File: config.mk
export PLATFORM = sky130hd
export DESIGN_NAME = alu_datapath
export DESIGN_NICKNAME = d
export VERILOG_FILES = /design/src/logic/alu_pkg.sv /design/src/logic/exec_bus_if.sv /design/src/logic/register_file.sv /design/src/logic/instr_decoder.sv /design/src/logic/cla_block_4bit.sv /design/src/logic/carry_look_ahead_32bit.sv /design/src/logic/arithmetic_logic_unit.sv /design/src/logic/alu_datapath.sv
export SDC_FILE = /design/constraint.sdc
export NUM_CORES = 2
export LEC_CHECK = 0
export BUFFER_PORTS_ARGS = -buffer_cell sky130_fd_sc_hd__buf_4
export CORE_MARGIN = 2
export CORE_UTILIZATION = 44
export DETAILED_ROUTE_END_ITERATION = 6
export HOLD_SLACK_MARGIN = 0.15
export SYNTH_ARGS = -nofsm -noshare
export SYNTH_HDL_FRONTEND = slang
export SYNTH_HIERARCHICAL = 1
export SYNTH_SLANG_ARGS = --single-unit
File: constraint.sdc
create_clock -name clk -period 15.6 [get_ports clk]
set_input_delay 3.12 -clock clk [delete_from_list [all_inputs] [get_ports clk]]
set_output_delay 3.12 -clock clk [all_outputs]
set_load 0.02 [all_outputs]
File: src/logic/alu_pkg.sv
package alu_pkg;

    ////////////////////////////////////////////////////////////////////////////
    // Widths and sizes
    ////////////////////////////////////////////////////////////////////////////

    localparam int word_width      = 32;           // Datapath width
    localparam int reg_addr_width  = 5;            // Register index width
    localparam int imm_width       = 16;           // Immediate field width
    localparam int op_width        = 4;            // Operation code width
    localparam int instr_width     = 36;           // Full instruction width
    localparam int num_regs        = 32;           // Register file depth
    localparam int num_cla_blocks  = 8;            // 4-bit blocks per adder
    localparam int cla_block_width = 4;            // Bits per look-ahead block
    localparam int exec_latency    = 2;            // Issue to writeback edges

    ////////////////////////////////////////////////////////////////////////////
    // Instruction field positions
    ////////////////////////////////////////////////////////////////////////////

    // Layout from the top: op, imm_sel, rd, rs, rt, imm
    localparam int op_lsb      = 32;               // op in [35:32]
    localparam int imm_sel_pos = 31;               // Register or immediate B
    localparam int rd_lsb      = 26;               // rd in [30:26]
    localparam int rs_lsb      = 21;               // rs in [25:21]
    localparam int rt_lsb      = 16;               // rt in [20:16]
    localparam int imm_lsb     = 0;                // imm in [15:0]

    ////////////////////////////////////////////////////////////////////////////
    // Types
    ////////////////////////////////////////////////////////////////////////////

    typedef logic [word_width-1:0]     word_t;        // Data word
    typedef logic [reg_addr_width-1:0] reg_addr_t;    // Register index
    typedef logic [imm_width-1:0]      imm_t;         // Raw immediate
    typedef logic [instr_width-1:0]    instr_word_t;  // Packed instruction

    // Codes 10 to 15 have no name and give a zero result
    typedef enum logic [op_width-1:0] {
        op_add    = 4'd0,                          // A + B
        op_comp   = 4'd1,                          // Two's complement of B
        op_and    = 4'd2,                          // A & B
        op_xor    = 4'd3,                          // A ^ B
        op_sll    = 4'd4,                          // Logical left shift
        op_srl    = 4'd5,                          // Logical right shift
        op_sra    = 4'd6,                          // Arithmetic right shift
        op_pass_a = 4'd7,                          // Forward A
        op_pass_b = 4'd8,                          // Forward B
        op_offset = 4'd9                           // A + zero-extended B[15:0]
    } alu_op_t;

endpackage

File: src/logic/exec_bus_if.sv
`timescale 1ns/1ps

interface exec_bus_if;

    logic               valid;                     // Execute stage holds an instruction
    alu_pkg::alu_op_t   op;                        // Operation to run
    alu_pkg::reg_addr_t rd;                        // Destination register
    alu_pkg::word_t     a;                         // Operand A from rs
    alu_pkg::word_t     b;                         // Operand B, rt or immediate
    logic               b_is_imm;                  // B came from the immediate

    // Decode stage drives the bus
    modport decode (
        output valid,
        output op,
        output rd,
        output a,
        output b,
        output b_is_imm
    );

    // Execute stage only reads it
    modport execute (
        input valid,
        input op,
        input rd,
        input a,
        input b,
        input b_is_imm
    );

endinterface

File: src/logic/register_file.sv
`timescale 1ns/1ps

module register_file (
    input  logic               clk,
    input  logic               rst_n,
    input  alu_pkg::reg_addr_t rs_addr,
    input  alu_pkg::reg_addr_t rt_addr,
    output alu_pkg::word_t     rs_data,
    output alu_pkg::word_t     rt_data,
    input  logic               wr_en,
    input  alu_pkg::reg_addr_t wr_addr,
    input  alu_pkg::word_t     wr_data
);

    alu_pkg::word_t regs [1:alu_pkg::num_regs-1];  // Register 0 has no storage

    logic wr_active;                               // Write that really lands

    assign wr_active = wr_en && (wr_addr != '0);   // Writes to r0 are dropped

    ////////////////////////////////////////////////////////////////////////////
    // Write port
    ////////////////////////////////////////////////////////////////////////////

    always_ff @(posedge clk) begin
        if (!rst_n) begin
            for (int i = 1; i < alu_pkg::num_regs; i++) begin
                regs[i] <= '0;                     // All registers start at zero
            end
        end else if (wr_active) begin
            regs[wr_addr] <= wr_data;
        end
    end

    ////////////////////////////////////////////////////////////////////////////
    // Read ports
    ////////////////////////////////////////////////////////////////////////////

    // Shared by both ports
    function automatic alu_pkg::word_t read_port(input alu_pkg::reg_addr_t addr);
        if (addr == '0) begin
            return '0;                             // r0 reads zero
        end
        if (wr_active && (wr_addr == addr)) begin
            return wr_data;                        // Bypass the write in flight
        end
        return regs[addr];
    endfunction

    always_comb begin
        rs_data = read_port(rs_addr);              // Port A
        rt_data = read_port(rt_addr);              // Port B
    end

endmodule

File: src/logic/instr_decoder.sv
`timescale 1ns/1ps

module instr_decoder (
    input  logic                 clk,
    input  logic                 rst_n,
    input  logic                 instr_valid,
    input  alu_pkg::instr_word_t instr,
    output alu_pkg::reg_addr_t   rs_addr,
    output alu_pkg::reg_addr_t   rt_addr,
    input  alu_pkg::word_t       rs_data,
    input  alu_pkg::word_t       rt_data,
    exec_bus_if.decode           exe
);

    alu_pkg::alu_op_t   op_field;                  // Decoded operation
    logic               imm_sel;                   // B from immediate
    alu_pkg::reg_addr_t rd_field;                  // Destination
    alu_pkg::imm_t      imm_field;                 // Raw 16-bit immediate
    alu_pkg::word_t     imm_ext;                   // Sign-extended immediate
    alu_pkg::word_t     b_sel;                     // Chosen B operand

    ////////////////////////////////////////////////////////////////////////////
    // Field extraction
    ////////////////////////////////////////////////////////////////////////////

    assign op_field  = alu_pkg::alu_op_t'(instr[alu_pkg::op_lsb +: alu_pkg::op_width]);
    assign imm_sel   = instr[alu_pkg::imm_sel_pos];
    assign rd_field  = instr[alu_pkg::rd_lsb +: alu_pkg::reg_addr_width];
    assign rs_addr   = instr[alu_pkg::rs_lsb +: alu_pkg::reg_addr_width];  // To register file
    assign rt_addr   = instr[alu_pkg::rt_lsb +: alu_pkg::reg_addr_width];  // To register file
    assign imm_field = instr[alu_pkg::imm_lsb +: alu_pkg::imm_width];

    // Copy imm[15] into the upper half
    assign imm_ext = {{(alu_pkg::word_width - alu_pkg::imm_width){imm_field[alu_pkg::imm_width-1]}},
                      imm_field};

    assign b_sel = imm_sel ? imm_ext : rt_data;    // Immediate or register B

    ////////////////////////////////////////////////////////////////////////////
    // Decode to execute register
    ////////////////////////////////////////////////////////////////////////////

    always_ff @(posedge clk) begin
        if (!rst_n) begin
            exe.valid <= 1'b0;
        end else begin
            exe.valid <= instr_valid;              // One strobe per instruction
        end
    end

    always_ff @(posedge clk) begin
        if (instr_valid) begin                     // Payload only moves with a strobe
            exe.op       <= op_field;
            exe.rd       <= rd_field;
            exe.a        <= rs_data;
            exe.b        <= b_sel;
            exe.b_is_imm <= imm_sel;
        end
    end

endmodule

File: src/logic/cla_block_4bit.sv
`timescale 1ns/1ps

module cla_block_4bit (
    input  logic [alu_pkg::cla_block_width-1:0] a,
    input  logic [alu_pkg::cla_block_width-1:0] b,
    input  logic                                carry_in,
    output logic [alu_pkg::cla_block_width-1:0] sum,
    output logic                                group_generate,
    output logic                                group_propagate
);

    logic [alu_pkg::cla_block_width-1:0] g;        // Bit generate
    logic [alu_pkg::cla_block_width-1:0] p;        // Bit propagate
    logic [alu_pkg::cla_block_width-1:0] c;        // Carry into each bit

    assign g = a & b;
    assign p = a ^ b;

    // Carries expanded so none waits on the one below
    assign c[0] = carry_in;
    assign c[1] = g[0] | (p[0] & carry_in);
    assign c[2] = g[1] | (p[1] & g[0]) | (p[1] & p[0] & carry_in);
    assign c[3] = g[2] | (p[2] & g[1]) | (p[2] & p[1] & g[0])
                | (p[2] & p[1] & p[0] & carry_in);

    assign sum = p ^ c;

    // Group terms for the upper look-ahead level
    assign group_generate  = g[3] | (p[3] & g[2]) | (p[3] & p[2] & g[1])
                           | (p[3] & p[2] & p[1] & g[0]);
    assign group_propagate = &p;                   // Carry passes the whole block

endmodule

File: src/logic/carry_look_ahead_32bit.sv
`timescale 1ns/1ps

module carry_look_ahead_32bit (
    input  alu_pkg::word_t a,
    input  alu_pkg::word_t b,
    input  logic           carry_in,
    output alu_pkg::word_t sum,
    output logic           carry_out
);

    localparam int n = alu_pkg::num_cla_blocks;    // Blocks in the chain
    localparam int w = alu_pkg::cla_block_width;   // Bits per block

    logic [n-1:0] group_generate;                  // Per-block generate
    logic [n-1:0] group_propagate;                 // Per-block propagate
    logic [n:0]   block_carry;                     // Carry into each block, top is carry out

    ////////////////////////////////////////////////////////////////////////////
    // First level of look-ahead
    ////////////////////////////////////////////////////////////////////////////

    for (genvar i = 0; i < n; i++) begin : g_block
        cla_block_4bit cla_block_i (
            .a               (a[i*w +: w]),
            .b               (b[i*w +: w]),
            .carry_in        (block_carry[i]),
            .sum             (sum[i*w +: w]),
            .group_generate  (group_generate[i]),
            .group_propagate (group_propagate[i])
        );
    end

    ////////////////////////////////////////////////////////////////////////////
    // Second level of look-ahead
    ////////////////////////////////////////////////////////////////////////////

    // Each block carry is a sum of products over the blocks below it
    always_comb begin
        logic acc;                                 // OR of generate terms so far
        logic prop;                                // AND of propagates above term
        block_carry[0] = carry_in;
        for (int j = 1; j <= n; j++) begin
            acc  = 1'b0;
            prop = 1'b1;
            for (int k = j - 1; k >= 0; k--) begin
                acc  = acc | (prop & group_generate[k]);   // Block k generates, rest pass
                prop = prop & group_propagate[k];
            end
            block_carry[j] = acc | (prop & carry_in);      // Input carry runs all the way
        end
    end

    assign carry_out = block_carry[n];             // 33rd bit of the sum

endmodule

File: src/logic/arithmetic_logic_unit.sv
`timescale 1ns/1ps

module arithmetic_logic_unit (
    exec_bus_if.execute    exe,
    output alu_pkg::word_t result,
    output logic           carry,
    output logic           carry_update
);

    localparam int shamt_width = 5;                // Shift amount from B[4:0]

    logic                   is_comp;               // Complement selected
    alu_pkg::word_t         add_a;                 // First adder operand A
    alu_pkg::word_t         add_b;                 // First adder operand B
    alu_pkg::word_t         add_sum;               // First adder result
    logic                   add_carry;             // First adder carry out
    alu_pkg::word_t         offset_b;              // Zero-extended low half of B
    alu_pkg::word_t         offset_sum;            // Offset adder result
    logic [shamt_width-1:0] shamt;                 // Shift amount

    ////////////////////////////////////////////////////////////////////////////
    // Operand selection
    ////////////////////////////////////////////////////////////////////////////

    assign is_comp = (exe.op == alu_pkg::op_comp);

    // Complement computes ~B + 1 on the same adder
    assign add_a = is_comp ? ~exe.b : exe.a;
    assign add_b = is_comp ? alu_pkg::word_t'(1) : exe.b;

    assign offset_b = {{(alu_pkg::word_width - alu_pkg::imm_width){1'b0}},
                       exe.b[alu_pkg::imm_width-1:0]};   // Upper half forced to zero

    assign shamt = exe.b[shamt_width-1:0];

    ////////////////////////////////////////////////////////////////////////////
    // Adders
    ////////////////////////////////////////////////////////////////////////////

    carry_look_ahead_32bit add_cla_i (             // Add and complement
        .a         (add_a),
        .b         (add_b),
        .carry_in  (1'b0),
        .sum       (add_sum),
        .carry_out (add_carry)
    );

    carry_look_ahead_32bit offset_cla_i (          // Address offset
        .a         (exe.a),
        .b         (offset_b),
        .carry_in  (1'b0),
        .sum       (offset_sum),
        .carry_out ()                              // Offset never moves the carry flag
    );

    ////////////////////////////////////////////////////////////////////////////
    // Result selection
    ////////////////////////////////////////////////////////////////////////////

    always_comb begin
        case (exe.op)
            alu_pkg::op_add,
            alu_pkg::op_comp:   result = add_sum;
            alu_pkg::op_and:    result = exe.a & exe.b;
            alu_pkg::op_xor:    result = exe.a ^ exe.b;
            alu_pkg::op_sll:    result = exe.a << shamt;
            alu_pkg::op_srl:    result = exe.a >> shamt;
            alu_pkg::op_sra:    result = alu_pkg::word_t'($signed(exe.a) >>> shamt);
            alu_pkg::op_pass_a: result = exe.a;
            alu_pkg::op_pass_b: result = exe.b;
            alu_pkg::op_offset: result = offset_sum;
            default:            result = '0;       // Unnamed codes
        endcase
    end

    // Only the arithmetic ops move the carry flag
    assign carry_update = (exe.op == alu_pkg::op_add) || is_comp;

    // Carry comes from the first adder only
    assign carry = add_carry;

endmodule

File: src/logic/alu_datapath.sv
`timescale 1ns/1ps

module alu_datapath (
    input  logic                 clk,
    input  logic                 rst_n,
    input  logic                 instr_valid,
    input  alu_pkg::instr_word_t instr,
    output logic                 wb_valid,
    output alu_pkg::reg_addr_t   wb_reg,
    output alu_pkg::word_t       wb_data,
    output logic                 carry_flag,
    output logic                 zero_flag,
    output logic                 sign_flag
);

    alu_pkg::reg_addr_t rs_addr;                   // Decoder read address A
    alu_pkg::reg_addr_t rt_addr;                   // Decoder read address B
    alu_pkg::word_t     rs_data;                   // Register value A
    alu_pkg::word_t     rt_data;                   // Register value B
    alu_pkg::word_t     alu_result;                // Execute stage result
    logic               alu_carry;                 // Carry out of the ALU
    logic               alu_carry_update;          // Op is add or complement

    exec_bus_if exe_bus ();                        // Decode to execute

    ////////////////////////////////////////////////////////////////////////////
    // Stages
    ////////////////////////////////////////////////////////////////////////////

    register_file register_file_i (
        .clk     (clk),
        .rst_n   (rst_n),
        .rs_addr (rs_addr),
        .rt_addr (rt_addr),
        .rs_data (rs_data),
        .rt_data (rt_data),
        .wr_en   (exe_bus.valid),                  // Write back from execute
        .wr_addr (exe_bus.rd),
        .wr_data (alu_result)                      // Also feeds the bypass
    );

    instr_decoder instr_decoder_i (
        .clk         (clk),
        .rst_n       (rst_n),
        .instr_valid (instr_valid),
        .instr       (instr),
        .rs_addr     (rs_addr),
        .rt_addr     (rt_addr),
        .rs_data     (rs_data),
        .rt_data     (rt_data),
        .exe         (exe_bus.decode)
    );

    arithmetic_logic_unit arithmetic_logic_unit_i (
        .exe          (exe_bus.execute),
        .result       (alu_result),
        .carry        (alu_carry),
        .carry_update (alu_carry_update)
    );

    ////////////////////////////////////////////////////////////////////////////
    // Writeback and flags
    ////////////////////////////////////////////////////////////////////////////

    always_ff @(posedge clk) begin
        if (!rst_n) begin
            wb_valid   <= 1'b0;
            wb_reg     <= '0;
            wb_data    <= '0;
            carry_flag <= 1'b0;
            zero_flag  <= 1'b0;
            sign_flag  <= 1'b0;
        end else begin
            wb_valid <= exe_bus.valid;             // Second edge after issue
            if (exe_bus.valid) begin
                wb_reg    <= exe_bus.rd;
                wb_data   <= alu_result;
                zero_flag <= (alu_result == '0);
                sign_flag <= alu_result[alu_pkg::word_width-1];
                if (alu_carry_update) begin
                    carry_flag <= alu_carry;       // Held through other ops
                end
            end
        end
    end

endmodule

Yosys cells after proc, flatten, opt, wreduce, memory -nomap -nowiden --
Memories as Yosys holds them, arrays and structs flattened. Cells that the tools add are included.
Word-level totals: register bits 115, memories kept 1, memory bits (writable) 992, memory bits (read-only) 0, bits in latches 0
Memory list:
- register_file_i.regs | words 31, bits a word 32, rd ports 2, clocked after memory_dff 0, write ports 31, RTL line register_file.sv:15 | alu_pkg::word_t regs [1:alu_pkg::num_regs-1];
Operators by class: bitwise gates (word level) 452, $add $sub $neg 0, multiply operators 0, order comparisons 0, eq/ne operators 11, multiplexer cells 25, reduce and logical (&&, ||, !) cells 25, div/mod/pow operators 0, shift-type cells 3
Operators with widths (count):
- $mux W32 | 12
- $pmux W32 S9 | 1
- $and A1 B1 Y1 | 264
- $or A1 B1 Y1 | 145
- $xor A4 B4 Y4 | 28
- $reduce_and A4 Y1 | 13
- $and A4 B4 Y4 | 12
- $and A32 B32 Y32 | 1
- $logic_not A32 Y1 | 1
- $not A32 Y32 | 1
- $reduce_or A32 Y1 | 1
- $shl A32 B5 Y32 | 1
- $shr A32 B5 Y32 | 1
- $sshr A32 B5 Y32 | 1
- $xor A32 B32 Y32 | 1
- $eq A4 B3 Y1 const B | 4
- $mux W1 | 11
- $eq A5 B5 Y1 | 2
- $logic_not A5 Y1 | 2
- $eq A4 B2 Y1 const B | 2
- $eq A4 B4 Y1 const B | 2
- $mux W5 | 1
- $reduce_bool A5 Y1 | 1
- $eq A4 B1 Y1 const B | 1
- 5 further kinds | 7

Longest topological paths before layout --
depth after elaboration 22, mapped depth 26

Cells and area by module --
The synthesis kept the hierarchy.
By module, submodules not included:
- register_file | instances 1, cells an instance 3928, area an instance 55685.9 sq um
- arithmetic_logic_unit | instances 1, cells an instance 876, area an instance 6515.0 sq um
- cla_block_4bit | instances 16, cells an instance 22, area an instance 182.7 sq um
- instr_decoder | instances 1, cells an instance 123, area an instance 2872.8 sq um
- alu_datapath | instances 1, cells an instance 142, area an instance 1614.0 sq um
- carry_look_ahead_32bit | instances 2, cells an instance 16, area an instance 112.6 sq um

Least setup slack after synthesis --
OpenSTA, ideal clock, no wires.
path kind input to register, start input rst_n, end memory register_file_i/regs[14][0] (netlist bit) (enable), path buffers 2, data required time 15134 ps, arrival time 6135 ps, cell stages on the path 6, slack 8999 ps, cell sequence nand2_1 nor2_1 nand2_1 clkbuf_1 clkbuf_1 o21ai_0
RTL lines:
- start: declaration | RTL line alu_datapath.sv:5 | input logic rst_n,
- end: declaration | RTL line register_file.sv:15

Worst setup path after layout --
start register instr_decoder_i.exe.op[1], end register instr_decoder_i.exe.b[30], data pin
On the way: elaborated cells between the ends (all ways) 119
RTL lines:
- start: declaration | RTL line exec_bus_if.sv:15 | output op,
- start signal: assignment | RTL line instr_decoder.sv:53 | exe.op <= op_field;
- $eq A4 B1 Y1 (*) | RTL line arithmetic_logic_unit.sv:25 | assign is_comp = (exe.op == alu_pkg::op_comp);
- $mux W32 (*) | RTL line arithmetic_logic_unit.sv:28 | assign add_a = is_comp ? ~exe.b : exe.a;
- named net arithmetic_logic_unit_i.add_a[6] | RTL line arithmetic_logic_unit.sv:13 | alu_pkg::word_t add_a;
- $and A4 B4 Y4 / $xor A4 B4 Y4 (equally long branches) | RTL line cla_block_4bit.sv:16, cla_block_4bit.sv:17
- $and A1 B1 Y1, on equally long branches | RTL line cla_block_4bit.sv:29, cla_block_4bit.sv:30
- $or A1 B1 Y1 (tied with other cells) | RTL line cla_block_4bit.sv:29 | assign group_generate = g[3] | (p[3] & g[2]) | (p[3] & p[2] & g[1])
- $or A1 B1 Y1 / $and A1 B1 Y1 (equally long branches) | RTL line cla_block_4bit.sv:29, cla_block_4bit.sv:30
- $or A1 B1 Y1 (*) | RTL line cla_block_4bit.sv:30 | | (p[3] & p[2] & p[1] & g[0]);
- named net arithmetic_logic_unit_i.add_cla_i.group_generate[1] | RTL line carry_look_ahead_32bit.sv:14 | logic [n-1:0] group_generate;
- [... 3 more ...]
- named net arithmetic_logic_unit_i.add_cla_i.block_carry[7] | RTL line carry_look_ahead_32bit.sv:16 | logic [n:0] block_carry;
- [... 3 more ...]
- named net arithmetic_logic_unit_i.add_sum[30] | RTL line arithmetic_logic_unit.sv:15 | alu_pkg::word_t add_sum;
- $pmux W32 S9 (*) | RTL line arithmetic_logic_unit.sv:61 | case (exe.op)
- named net alu_result[30] | RTL line alu_datapath.sv:20 | alu_pkg::word_t alu_result;
- $mux W32 (*) | RTL line register_file.sv:44 | if (wr_active && (wr_addr == addr)) begin
- $mux W32 (*) | RTL line register_file.sv:47 | return regs[addr];
- $mux W32 (*) | RTL line register_file.sv:44
- named net rt_data[30] | RTL line alu_datapath.sv:19 | alu_pkg::word_t rt_data;
- $mux W32 (*) | RTL line instr_decoder.sv:37 | assign b_sel = imm_sel ? imm_ext : rt_data;
- named net instr_decoder_i.b_sel[30] | RTL line instr_decoder.sv:20 | alu_pkg::word_t b_sel;
- end signal: assignment | RTL line instr_decoder.sv:56 | exe.b <= b_sel;
- end: declaration | RTL line exec_bus_if.sv:18 | output b,
Mark *: on every way through the listed nets, which the timed path passes. The rest lies on a longest branch. A chain may end at the register's enable or synchronous reset.

==> out/results.env <==
RUN_STATUS='finished clean'
CLOCK_POWER_SHARE_PCT=35.4
AVGSYNTHCELLAREA_UM2=12.81
TRITONCTS.NUM_BUFFERS=121
CLOCK_SKEW_NS=0.08187
DETAILEDROUTE.FIRSTPASSITERATIONCOUNT=6
H_TREE_DEPTH_REPORTED_BY_CTS=3
HOLD_VIOL=0
TIMING.CRITICAL_PATH.REQUIRED_NS=16.14
CLOCK_LATENCY_REPORTED_FOR_THE_LATE_SIDE_OF_THE_WORST_SKEW_PAIR_NS=0.81
SWITCHING_SHARE_PCT=31.08
FF2FF_SETUP_SLACK_NS=8.18
START_UTIL_PCT=44.15
DRTITER0DRC=7966
FILLCELLCOUNT=13730
FINAL-SEQ-AREA_MM2=0.03376
FLOORPLAN.CORE_AREA_MM2=0.1580
YOSYSWARNINGS=6
POWER_PER_CELL_AREA_mW_PER_MM2=108.4
SLEW-LIMIT-HEADROOM_PCT=17.37
DRT_DRC_VIOLATIONS_LEFT=0
SLEW_VIOLATIONS=0
ROUTED_WIRE_LENGTH_PER_INSTANCE_UM=37.48
VIAS_PER_CELL=6.834
DIE_W_UM=402.2
POST_CTS_BUFFERS=0
COMBINATIONALPOWERSHARE_PCT=21.2
CP_NUM_BUF_INV=2
POSTSYNTHCELLCOUNT=5447
RSZ0062_AT_GRT='no'
CRIT_CHAIN='buf_4 -> nor2b_1 -> nand2_2 -> buf_4 -> nand2_1 -> o21ai_0 -> ha_1 -> a21oi_1 -> nand2_1 -> a21o_1 -> a211oi_2 -> nor2_1 -> a41o_1 -> a21o_1 -> a21o_1 -> a21oi_2 -> xnor2_1 -> nor2b_1 -> a31oi_1 -> o22ai_1 -> nor3_1 -> nand3_2 -> a32o_1 -> mux2_2'
LAYOUT-DRIVE-GT1-SHARE_PCT=20.75
CTS_TREE='built'
POWER.IR.VDD_WORST_mV=0.1159
SYN_AREA_MM2=0.06977
PLACE.GP.CONGESTION=0.9839
FLOW.AREA_GROWTH_FROM_SYNTHESIS_PCT=9.855
DIE_HEIGHT_UM=402.2
SETUP_TNS_NS=0
TOTALWIRELENGTH_UM=282800
CTS.SINKS=1138
GRT_PASS1_WL_UM=390300
HOLD_PATH.STARTPOINT='carry_flag$_SDFFE_PN0P_'
ACTUAL_SLEW_AT_THE_WORST_MAX_SLEW_PIN_NS=1.239
ANTENNA_VIOLATING_NETS_POST_ROUTE=0
TOP_LEVEL_I_O_COUNT=80
TIMING.CRITICAL_PATH.SLOWEST_CELL_DELAY_NS=0.87
CRITPATHLAUNCH='instr_decoder_i/exe.op[1]$_DFFE_PP_'
PORTBUFFERS=79
FIN_CRIT_SH_PCT=47.59
TIMING.CRITICAL_PATH.MAX_DELAY_FAMILY='simple AND/OR/NAND/NOR gates'
REG2REG_CAPTURE_POINT='instr_decoder_i/exe.b[30]$_DFFE_PP_'
CLOCK-ROOT-BUFFER='clkbuf_16'
CTS-RESIZED-GATES=0
WORST_PATH_MAX_DELAY_CELL='nand3_2'
ENDPOINT_OF_THE_WORST_HOLD_PATH='carry_flag$_SDFFE_PN0P_'
GRT_USAGE_PCT=34.36
ROUTED-VIA-COUNT=51550
HP-CLASS='reg -> reg'
TIMING.CRITICAL_PATH.FANOUT_MAX=49
DESIGN_POWER_TOTAL_uW=8304
TIMING_WORST_SETUP_PATH_TYPE='reg -> reg'
CTS.PATH.MAX_BUFFERS=3
MAXIMUM_NUMBER_OF_PINS_ON_ONE_NET_BEFORE_GLOBAL_ROUTE_REPAIR=113
NETS_FINAL=5531
LEAKAGE_uW=0.02851
NUMBER_OF_GLOBAL_ROUTE_VIAS_BEFORE_REPAIR=49070
CTS-HOLD-FIX-BUFFERS=0
MAXCAPVIOLATIONS=0
LARGEST_REG_FLOPS=1024
INTERNAL_POWER_uW=5723
DIEAREA_MM2=0.1618
GRT_ANTENNA_BEFORE_REPAIR=25
MULTIINPUTGATEAREA_MM2=0.03384
CRITPATHCAPTURETYPE='flop'
CRITPATHARRIVALTIME_NS=7.97
FLOORPLAN.ROWS=146
PATH_CLK_SLEW_NS=0.08
START_KIND='flop'
RR_STARTPOINT='instr_decoder_i/exe.op[1]$_DFFE_PP_'
PLACE_HPWL_UM=171600
OVERFLOW=0
LARGEST_REGISTER='register_file_i/regs'
MIN_PERIOD_NS=7.424
FMAX_MHz=134.7
CRIT_PATH_FREQUENT_CELL='a21o_1'
WORSTHOLDPATHCELLS=2
R2R.WORST_PATH.CELLS=24
SEQ_POWER_SHARE_PCT=43.4
P_SW_uW=2581
SETUP-VIOLATIONS-FINAL=0
## how the worst max path moves through the flow
stage	end	slack, ns	cells past startpoint
after floorplan	register_file_i/regs[14][0]$_SDFFCE_PN0P_	9.00	6
after global placement	instr_decoder_i/exe.a[5]$_DFFE_PP_	7.73	9
after detailed placement	instr_decoder_i/exe.a[5]$_DFFE_PP_	7.66	9
after CTS	instr_decoder_i/exe.b[30]$_DFFE_PP_	8.22	24
after global routing	instr_decoder_i/exe.b[20]$_DFFE_PP_	7.82	25
final	instr_decoder_i/exe.b[30]$_DFFE_PP_	8.18	24
## metrics by stage
step                      hold slack (ns)  instance area (um^2)  utilization [%]  instances  setup slack [ns]
after floorplan                    0.4989                 70010                -       5511             8.999
after global placement             0.4899                 72640            45.97       7311             7.728
after detailed placement           0.4998                 72640            45.97       7311             7.658
after CTS                          0.5081                 76630            48.49       7537             8.221
after global routing               0.5405                 76630            48.49       7537             7.824
final                              0.5004                 76640            48.50       7544             8.176
## layer usage
layer  GRT usage [%]  part of all wire, %  vias to the layer above
li1                -                    -                    20590
met1           45.17                   37                    26190
met2           51.49                   44                     3909
met3           9.967                   13                      850
met4           18.12                  6.1                       10
met5          0.3568                0.046                        -
## area by class of cell
| cell class | count | area share [%] |
|---|---|---|
| Multi-Input combinational cell | 3745 | 44.15 |
| Sequential cell | 1138 | 44.05 |
| Clock buffer | 154 | 4.274 |
| Tap cell | 2072 | 3.383 |
| Timing Repair Buffer | 277 | 2.801 |
| Clock inverter | 72 | 0.9256 |
| Inverter | 79 | 0.3869 |
| Antenna cell | 7 | 0.02285 |
## power groups by stage
stage | combinational (uW) | clock (uW) | sequential (uW)
2_1_floorplan | 1040 | 0 | 3630
3_3_place_gp | 1690 | 0 | 3650
3_5_place_dp | 1700 | 0 | 3660
4_1_cts | 1710 | 2960 | 3600
5_1_grt | 1820 | 3070 | 3610
6_report | 1760 | 2940 | 3600
## worst min-delay path, stage by stage, from the launching register on
cell and delay, ns:
dfxtp_1 0.33, nand2_1 0.06, a21boi_0 0.06
## placed cells by master, fill, tap and decap left out, drive strengths merged, types with 62 or more instances in the layout
cell type	instances
a21oi	129
and2	993
a22oi	100
mux2	106
buf	277
nor3	75
mux2i	404
nor2	117
inv	81
conb	66
ha	114
a211oi	73
nand2	275
o21ai	128
o22ai	62
mux4	422
clkbuf	154
nor2b	76
edfxtp	1097
nand3	65
Power figures use the tool's default switching activity.
